**src/hw/fft_pkg.sv**
```systemverilog
package fft_pkg;

    // ----------------------------------------
    // transform size and sample widths
    // ----------------------------------------
    localparam int N_PT = 8;

    // width carried between the stages and used for the twiddles
    localparam int DATA_W = 16;

    // bits taken from the top of each input slot
    localparam int IN_W = 17;

    // twiddles are signed Q3.12
    // product slice is [DATA_W+TW_FRAC-1:TW_FRAC]
    localparam int TW_FRAC = 12;

    // ----------------------------------------
    // sample types
    // ----------------------------------------
    typedef logic signed [DATA_W-1:0] sample_t;

    // stage one operands and sums
    typedef logic signed [IN_W-1:0] wide_t;

    // one component, real or imaginary, of all points
    typedef sample_t [N_PT-1:0] sample_vec_t;

endpackage

```
**src/hw/fft_stage2.sv**
```systemverilog
`timescale 1ns/10ps

module fft_stage2 (
    input  fft_pkg::sample_vec_t s1_re_i,
    input  fft_pkg::sample_vec_t s1_im_i,
    output fft_pkg::sample_vec_t s2_re_o,
    output fft_pkg::sample_vec_t s2_im_o
);

    // butterflies pair n with n+SPAN inside each group of GROUP items
    localparam int SPAN  = 2;
    localparam int GROUP = 2 * SPAN;

    fft_pkg::sample_t bf_re [fft_pkg::N_PT];
    fft_pkg::sample_t bf_im [fft_pkg::N_PT];

    // ----------------------------------------
    // span-2 butterflies, 16 bit wrap
    // ----------------------------------------
    always_comb begin
        for (int g = 0; g < fft_pkg::N_PT; g += GROUP) begin
            for (int k = 0; k < SPAN; k++) begin
                bf_re[g+k]      = s1_re_i[g+k] + s1_re_i[g+k+SPAN];
                bf_im[g+k]      = s1_im_i[g+k] + s1_im_i[g+k+SPAN];
                bf_re[g+k+SPAN] = s1_re_i[g+k] - s1_re_i[g+k+SPAN];
                bf_im[g+k+SPAN] = s1_im_i[g+k] - s1_im_i[g+k+SPAN];
            end
        end
    end

    // last item of each group takes the -j rotation
    always_comb begin
        for (int n = 0; n < fft_pkg::N_PT; n++) begin
            if (n % GROUP == GROUP - 1) begin
                s2_re_o[n] = bf_im[n];
                s2_im_o[n] = -bf_re[n];
            end else begin
                s2_re_o[n] = bf_re[n];
                s2_im_o[n] = bf_im[n];
            end
        end
    end

endmodule

```
**config.mk**
```make
export PLATFORM = sky130hd
export DESIGN_NAME = fft_stage2
export DESIGN_NICKNAME = d
export VERILOG_FILES = /design/src/hw/fft_pkg.sv /design/src/hw/fft_stage2.sv
export SDC_FILE = /design/constraint.sdc
export NUM_CORES = 1
export LEC_CHECK = 0
export BUFFER_PORTS_ARGS = -buffer_cell sky130_fd_sc_hd__buf_4
export CORE_AREA = 2 2 197 199
export DETAILED_ROUTE_END_ITERATION = 10
export DIE_AREA = 0 0 199 201
export GPL_ROUTABILITY_DRIVEN = 0
export PLACE_DENSITY = 0.62
export SETUP_SLACK_MARGIN = 0.2
export SLEW_MARGIN = 5
export SYNTH_ARGS = -nofsm -noshare
export SYNTH_HDL_FRONTEND = slang
export SYNTH_SLANG_ARGS = --single-unit
```
**constraint.sdc**
```tcl
create_clock -name vclk -period 4.35
set_input_delay 0.2175 -clock vclk [all_inputs]
set_output_delay 0.2175 -clock vclk [all_outputs]
set_load 0.02 [all_outputs]
```
==> out/metrics.yaml <==
route.detailed.drc: 0
synth-xor-area-share_pct: 16.10
ioPinCount: 512
slew_viol_final: 0
ys_types: 72
grt_pass1_vias: 12500
drt_iter0_markers: 413
grt_use_total_pct: 19.41
wire_per_inst_um: 15.98
critPathMaxFanout: 3
startpoint_type: "primary input"
multi_input_area_um2: 10110
yosysSeqAreaShare_pct: 0
hold_class: "in2out"
synth_warnings: 0
final.setup.tns_ns: 0
syn_avg_cell_area_um2: 6.901
crit_type: "in2out"
fin_nets: 2604
setup_violations: 0
synth_top_family_by_area: "adder cells"
cp.arrival_ns: 2.77
viasPerCell: 4.941
rows: 72
holdWs_ns: 0.8168
die_w_um: 199
nClkBuffers: 0
seq_cells: 0
hpwlAfterDp_mm: 37.37
outcome: "complete, no violations"
fp.dieH_um: 201
initial_utilization_pct: 29.97
drt-total-wl_mm: 41.71
postPlaceCellArea_um2: 15550
endpoint_kind: "output port"
ff_latch_area_um2: 0
syn-num-nets: 2167
worst_slack_ns: 1.365
drtPass1Iterations: 5
ir_worst_vdd_uv: 149.9
grt_pass1_wl_mm: 64.24
relSlewSlack_pct: 46.87
power.leakage_uw: 0.007872
cap_violations: 0
cts_resized: 0
cts_hold_buf: 0
whs_path_depth: 4
fp.coreArea_um2: 38110
worstHoldStart: "s1_re_i[32]"
synthSimpleGateAreaFrac_pct: 16.29
dp_slack_ns: 1.352
yosys-top-cells-count: "inv_1 (250), ha_1 (240), xnor2_1 (185), a21oi_1 (162), nor2_1 (158)"
antenna_found_initial: 7
power_density_nw_per_um2: 219.5
design_area_um2: 15560
portBuffers: 512
worst_pin_slew_ns: 0.7870
synth_fa_ha_area_share_pct: 29.10
hold_violations: 0
synthTopCellsByArea: "ha_1 (26%), xnor2_1 (14%), inv_1 (8.2%)"
fin_crit_sh_pct: 68.62
synth_mux_area_share_pct: 0
yosysMostFrequentCell: "inv_1"
fmax_mhz: 335.0
whs_endpoint: "s2_re_o[0]"
rsz0062_at_grt: "false"
vias: 12902
synth_area_leader_cell: "ha_1"
grt_start_max_net_pins: 13
die-area_um2: 40000
cp.required_ns: 4.13
cts_setup_buffers: 0
drive_gt1_share_pct: 25.50
ant_nets: 0
grt_overflow: 0
period_needed_ns: 2.985
syn_area_um2: 11420
synth_top_area_share_pct: 26.29
synth_cells: 1655
synth_compound_area_share_pct: 27.07
fillers: 3981
area_delta_synth_final_pct: 36.21
[critical path, cell delays in order]
cell and delay (ns):
buf_4 0.12, ha_1 0.22, fa_1 0.45, a211o_1 0.33, a221oi_2 0.36, o221ai_2 0.20, a311oi_1 0.38, xor2_1 0.28
buf_4 0.20
[power breakdown]
part / total [uW] / leakage [uW] / switching, uW / internal [uW]
Sequential: 0 / 0 / 0 / 0
Clock: 0.0000930 / 0.0000000190 / 0 / 0.0000930
Combinational: 3410 / 0.00787 / 1970 / 1450
[logic make-up after synthesis]
logic type               count (synthesis)
AO/OA/AOI/OAI                          472
adder cells (fa/ha/maj)                256
AND/OR/NAND/NOR                        389
buffers and inverters                  328
XOR/XNOR                               210
[per-stage QoR]
stage / util, % / total power [uW] / std cells
after floorplan: - / 2036 / 1655
after global placement: 40.80 / 3390 / 2608
after detailed placement: 40.80 / 3402 / 2608
after CTS: 40.80 / 3419 / 2608
after global routing: 40.80 / 3664 / 2608
final: 40.82 / 3415 / 2611
[layout make-up]
type               instances  share of cell area (%)
repair buffers           512                   24.71
diodes                     3                 0.04826
well taps                518                   4.166
multi-input cells       1327                   65.02
inverters                251                   6.056
[worst max-delay path by stage]
stage | slack, ns | to | cells after the start | from
finish | 1.36 | s2_re_o[30] | 9 | s1_re_i[16]
global route | 1.12 | s2_re_o[14] | 11 | s1_re_i[0]
CTS | 1.33 | s2_re_o[30] | 9 | s1_re_i[16]
detailed placement | 1.35 | s2_re_o[30] | 9 | s1_re_i[16]
global placement | 1.38 | s2_re_o[30] | 9 | s1_re_i[16]
floorplan | 1.79 | s2_re_o[14] | 9 | s1_re_i[0]
[routing by layer]
layer / vias to the layer above / track usage [%] / wire (um)
met1: 5923 / 22.94 / 17150
met2: 431 / 35.94 / 20490
met5: - / 0 / 55
met4: 8 / 3.305 / 847
li1: 6486 / - / -
met3: 54 / 4.150 / 3167
[placed cells by master (no fill, tap or decap), types with 4 or more instances in the layout]
master / netlist / layout
nor4_1: 11 / 11
nand3_1: 28 / 28
xnor2_1: 185 / 185
nor2_1: 158 / 158
o31ai_1: 31 / 31
a211oi_1: 8 / 8
o2111ai_1: 5 / 5
nand2_1: 50 / 50
o21ai_0: 73 / 73
inv_1: 250 / 250
a221oi_1: 17 / 17
a31oi_1: 24 / 24
nor2b_1: 31 / 31
nand2b_1: 36 / 36
fa_1: 16 / 16
nor3_1: 36 / 36
o21a_1: 19 / 19
a21o_1: 20 / 20
a21oi_1: 162 / 162
ha_1: 240 / 240
a311oi_1: 5 / 5
o211ai_1: 9 / 9
a21boi_0: 4 / 4
and3_1: 4 / 4
o41ai_1: 7 / 7
a221o_1: 4 / 4
nand4_1: 5 / 5
nand3b_1: 4 / 4
xor2_1: 25 / 25
or3_1: 12 / 12
o21bai_1: 37 / 37
buf_4: 13 / 512
o31a_1: 9 / 9
Note: power is estimated with default switching activity, not from simulation.
