[src/hw/fft_pkg.sv]
package fft_pkg;

    // ----------------------------------------
    // transform size and sample widths
    // ----------------------------------------
    localparam int N_PT = 8;

    // width carried between the stages and used for the twiddles
    localparam int DATA_W = 16;

    // bits taken from the top of each input slot
    localparam int IN_W = 17;

    // twiddles are signed Q3.12
    // product slice is [DATA_W+TW_FRAC-1:TW_FRAC]
    localparam int TW_FRAC = 12;

    // ----------------------------------------
    // sample types
    // ----------------------------------------
    typedef logic signed [DATA_W-1:0] sample_t;

    // stage one operands and sums
    typedef logic signed [IN_W-1:0] wide_t;

    // one component, real or imaginary, of all points
    typedef sample_t [N_PT-1:0] sample_vec_t;

endpackage

[src/hw/fft_stage3.sv]
`timescale 1ns/10ps

module fft_stage3 #(
    parameter int BUS_W = 64
) (
    input  logic                           clk,
    input  logic                           reset_n,
    input  fft_pkg::sample_vec_t           s2_re_i,
    input  fft_pkg::sample_vec_t           s2_im_i,
    input  logic                           s1_valid_i,
    output logic [fft_pkg::N_PT*BUS_W-1:0] xo_re_o,
    output logic [fft_pkg::N_PT*BUS_W-1:0] xo_im_o,
    output logic                           valid_o
);

    localparam int PAD_W = BUS_W - fft_pkg::DATA_W;

    fft_pkg::sample_vec_t bf_re;
    fft_pkg::sample_vec_t bf_im;
    fft_pkg::sample_vec_t res_re;
    fft_pkg::sample_vec_t res_im;

    // ----------------------------------------
    // span-1 butterflies
    // ----------------------------------------
    // sum to the even slot, difference to the odd slot
    always_comb begin
        for (int m = 0; m < fft_pkg::N_PT; m += 2) begin
            bf_re[m]   = s2_re_i[m] + s2_re_i[m+1];
            bf_im[m]   = s2_im_i[m] + s2_im_i[m+1];
            bf_re[m+1] = s2_re_i[m] - s2_re_i[m+1];
            bf_im[m+1] = s2_im_i[m] - s2_im_i[m+1];
        end
    end

    always_ff @(posedge clk) begin
        if (!reset_n) begin
            res_re  <= '0;
            res_im  <= '0;
            valid_o <= 1'b0;
        end else begin
            res_re  <= bf_re;
            res_im  <= bf_im;
            valid_o <= s1_valid_i;
        end
    end

    // ----------------------------------------
    // output packing
    // ----------------------------------------
    // results stay in bit-reversed order, left aligned in each slot
    for (genvar n = 0; n < fft_pkg::N_PT; n++) begin : g_pack
        assign xo_re_o[n*BUS_W +: BUS_W] = {res_re[n], {PAD_W{1'b0}}};
        assign xo_im_o[n*BUS_W +: BUS_W] = {res_im[n], {PAD_W{1'b0}}};
    end

endmodule

[config.mk]
export PLATFORM = sky130hd
export DESIGN_NAME = fft_stage3
export DESIGN_NICKNAME = d
export VERILOG_FILES = /design/src/hw/fft_pkg.sv /design/src/hw/fft_stage3.sv
export SDC_FILE = /design/constraint.sdc
export NUM_CORES = 1
export LEC_CHECK = 0
export BUFFER_PORTS_ARGS = -buffer_cell sky130_fd_sc_hd__buf_2
export CAP_MARGIN = 15
export CORE_AREA = 2 2 500 502
export CTS_CLUSTER_SIZE = 12
export DETAILED_ROUTE_END_ITERATION = 10
export DIE_AREA = 0 0 502 504
export PLACE_DENSITY = 0.3
export SLEW_MARGIN = 20
export SYNTH_ARGS = -nofsm -noshare
export SYNTH_HDL_FRONTEND = slang
export SYNTH_SLANG_ARGS = --single-unit
[constraint.sdc]
create_clock -name clk -period 6.8 [get_ports clk]
set_input_delay 1.36 -clock clk [delete_from_list [all_inputs] [get_ports clk]]
set_output_delay 1.36 -clock clk [all_outputs]
set_load 0.01 [all_outputs]
==> results.txt <==
----------------------------------------------------
[Drt]
  Drt via density ... 2.82
  Post-route antenna net violation count ... 0
  Overall via count from detail_route ... 19,174
  Initial DRT Pass Iterations ... 5
  Violation count after the first detailed-route iteration ... a little over 900
  DR DRC count ... 0
  Average wire per cell in the routed design ... ~15 um
  Post-Route WL ... 101 mm

[Worst setup path]
  Ordered cell list for the critical path ... buf_2 -> inv_1 -> ha_1 -> a21oi_1 -> o21ai_1 -> a2111oi_1 -> a21oi_1 -> o31ai_1 -> mux2i_1
  Required time of the worst setup path ... 7.34 ns
  Most numerous cell on the critical path ... sky130_fd_sc_hd__a21oi_1
  Maximum fanout along the worst path ... 6
  Delay of the slowest cell on the worst path ... approximately 0.77 ns
  Crit. End Element ... flip-flop
  Number of buffer and inverter instances along the worst setup path ... 2
  Classification of the worst setup path ... input port to flip-flop
  Data arrival, critical path ... 4.44 ns
  Kind of start point of the critical path ... input port
  Cell type group with the largest total delay on the critical path ... compound AO/OA/AOI/OAI gates
  Slowest cell on the critical path ... sky130_fd_sc_hd__a21oi_1

[Power and ir drop]
  Worst IR drop on VDD ... approximately 0.15 mV
  Total power density per cell area ... ~210 nW/um^2
  Static Leakage ... 13.6 nW

[Floorplan]
  Starting density of the core ... a little under a tenth
  IO Count ... ~1,300
  Die Wd ... 502 um
  Die area ... 253,000 um^2
  Area of the core region ... 248,000 um^2
  FP Rows ... 183
  DIE HEIGHT ... 504 um

[Synthesis]
  Fraction of registers with async set or reset after synthesis ... 0%
  Library cells used by synthesis ... 84
  Post-synthesis sequential element count ... 249
  Proportion of synthesized chip area in sequential cells ... 21.1%
  Number of flops mapped to enable cells by yosys ... 0
  Post-synthesis cell count ... 2,967
  Top cell type by total area after synthesis ... sky130_fd_sc_hd__buf_4
  Syn Std Cell Area ... 23,600 um^2
  Average instance area after synthesis ... 7.94 um^2
  Top-area cell type share of the netlist area ... 24.8%
  Top FF cell, synth ... sky130_fd_sc_hd__dfxtp_1
  Yosys synthesis warning count ... 0
  Top cells by area in the synthesized netlist ... sky130_fd_sc_hd__buf_4, sky130_fd_sc_hd__dfxtp_1, sky130_fd_sc_hd__ha_1

[STA]
  Final Max Tran Viols ... 0
  Hold Slack ... slightly above 1 ns
  Min Clock Period, post-route ... 3.90 ns
  Sum Neg Setup Slack ... 0 ns
  Number of endpoints failing setup at the final stage ... 0
  Maximum operating frequency ... 0.257 GHz
  Worst-Margin Slew ... 1.00 ns
  Hold Vio Cnt, Final ... 0
  Period utilization ... ~57%
  Slew HR ... 32.5%
  Post-route setup slack ... 2.90 ns
  RSZ-0062 raised after global routing ... false

[Placement]
  Number of buffers added on ports ... slightly above 500
  Routability Congestion ... 0.830
  Worst slack after detailed placement ... 2.13 ns
  Detailed Place HPWL ... 86.0 mm

[Finish]
  Area growth from synthesis to layout ... 20.6%
  Utilization after layout ... 11.5%
  Filler Cell Count ... 28,863
  Number of nets in the finished design ... roughly 4,000
  Fraction of layout instances using a drive strength above 1 ... between 10% and 20%

[Clock network]
  Cell at the root of the clock tree ... sky130_fd_sc_hd__clkbuf_16
  Clock buffer count from CTS ... 40
  Sink Count ... 249
  Number of setup buffers added after CTS ... 0
  Clock edge transition at the registers on the reported setup and hold paths ... 0.06 ns
  Maximum root-to-sink buffer count ... 3
  Clock tree from TritonCTS ... yes
  Number of H-tree levels ... 2
  # hold bufs at CTS ... 0
  Post-CTS resize count ... 0

[Global routing]
  Via count of the first global-routing pass ... approximately 18,000
  Initial antenna violation count ... between 40 and 50
  Grt met2 use ... a little over an eighth
  GRT Total Usage ... 7.54%
  Met1 demand-to-capacity share in global routing ... 8.93%
  Met3 Usage GRT ... 1.70%
  Overflow left after global routing ... 0
  First-pass GRT wire length ... 137 mm
  Largest net degree at the start of global routing ... 107
  Grt peak-use layer ... met2

[Min path]
  Worst Hold Path EP ... xo_re_o[496]
  Classification of the worst-slack hold path ... input port to flip-flop
  Hold path startpoint ... s2_re_i[112]
  Worst Hold Depth ... 3

[Outcome]
  Outcome ... complete, no violations

[Flow run]
  Max-capacitance violation count ... 0

----------------------------------------------------
## metrics by stage
stage / std cells / power (W) / instance area [um^2]
2_1_floorplan: 3734 / 0.00326 / 26400
6_report: 6792 / 0.00596 / 28400
3_5_place_dp: 6710 / 0.00374 / 27000
5_1_grt: 6783 / 0.00636 / 28400
4_1_cts: 6781 / 0.00614 / 28400
3_3_place_gp: 6710 / 0.00376 / 27000
## cells by family (layout without fill, tap and decap cells)
group	after synthesis	after routing	synth area share (%)
DFF	249	249	21.1
AOI/OAI and AO/OA	534	534	15.0
buffers and inverters	1093	810	30.0
adders and majority gates	256	256	14.1
xor gates and xnor gates	131	131	4.87
and+or+nand+nor	664	664	13.3
muxes	39	39	1.66
other	1	779	0.0159
## synth_stat cells, drive strengths merged (34+ instances only)
library cell  count
nor2b            53
inv             220
dfxtp           249
nor2            272
nor3             64
o21ai           101
ha              240
xnor2            97
buf             810
clkbuf           61
xor2             34
mux2i            39
nand2b           36
nand2           103
a21oi           162
## routing by layer
metal | vias up | share of wire, %
li1 | 9200 | -
met2 | 940 | 49
met5 | - | 0.076
met3 | 123 | 7.5
met1 | 8897 | 40
met4 | 14 | 2.9
## placed cells by master, fill, tap and decap left out, types with 41 or more instances in the layout
cell type	Yosys	routed
sky130_fd_sc_hd__nor2_1	272	272
sky130_fd_sc_hd__a21oi_1	160	160
sky130_fd_sc_hd__nor3_1	64	64
sky130_fd_sc_hd__conb_1	1	768
sky130_fd_sc_hd__buf_2	18	514
sky130_fd_sc_hd__o21ai_0	69	69
sky130_fd_sc_hd__ha_1	240	240
sky130_fd_sc_hd__nand2_1	103	103
sky130_fd_sc_hd__inv_1	215	215
sky130_fd_sc_hd__dfxtp_1	249	249
sky130_fd_sc_hd__clkbuf_16	0	41
sky130_fd_sc_hd__xnor2_1	97	97
sky130_fd_sc_hd__nor2b_1	53	53
## how the worst max path moves through the flow
stage	start	endpoint	slack, ns	depth (start not counted)
6_report	s2_im_i[18]	xo_im_o[61]	2.90	9
3_3_place_gp	s2_im_i[18]	xo_im_o[61]	2.12	9
5_1_grt	s2_im_i[18]	xo_im_o[61]	2.79	9
3_5_place_dp	s2_im_i[18]	xo_im_o[61]	2.13	9
4_1_cts	s2_im_i[18]	xo_im_o[61]	2.79	9
2_1_floorplan	s2_im_i[32]	xo_im_o[254]	3.59	9
## state kept, by name, summed over array words and instances (netlist names)
signal	flops
xo_im_o	124
xo_re_o	124
valid_o	1
## final cells by class
| class | instances | area (um^2) | share of cell area (%) |
|---|---|---|---|
| timing repair buffer | 517 | 2610 | 9.17 |
| clock inverter | 22 | 304 | 1.07 |
| inverter | 222 | 838 | 2.95 |
| antenna | 11 | 27.5 | 0.0968 |
| multi-input combinational | 2392 | 14400 | 50.7 |
| sequential | 249 | 4980 | 17.5 |
| clock buffer | 49 | 1100 | 3.86 |
| tap | 3330 | 4170 | 14.7 |
## report_power, final
| part | total [W] | internal (W) | switching (W) |
|---|---|---|---|
| logic | 0.00194 | 0.000652 | 0.00129 |
| clock network | 0.00228 | 0.00135 | 0.000928 |
| registers | 0.00174 | 0.00165 | 0.0000910 |
| total | 0.00596 | 0.00365 | 0.00231 |
(Power assumes the default switching activity.)
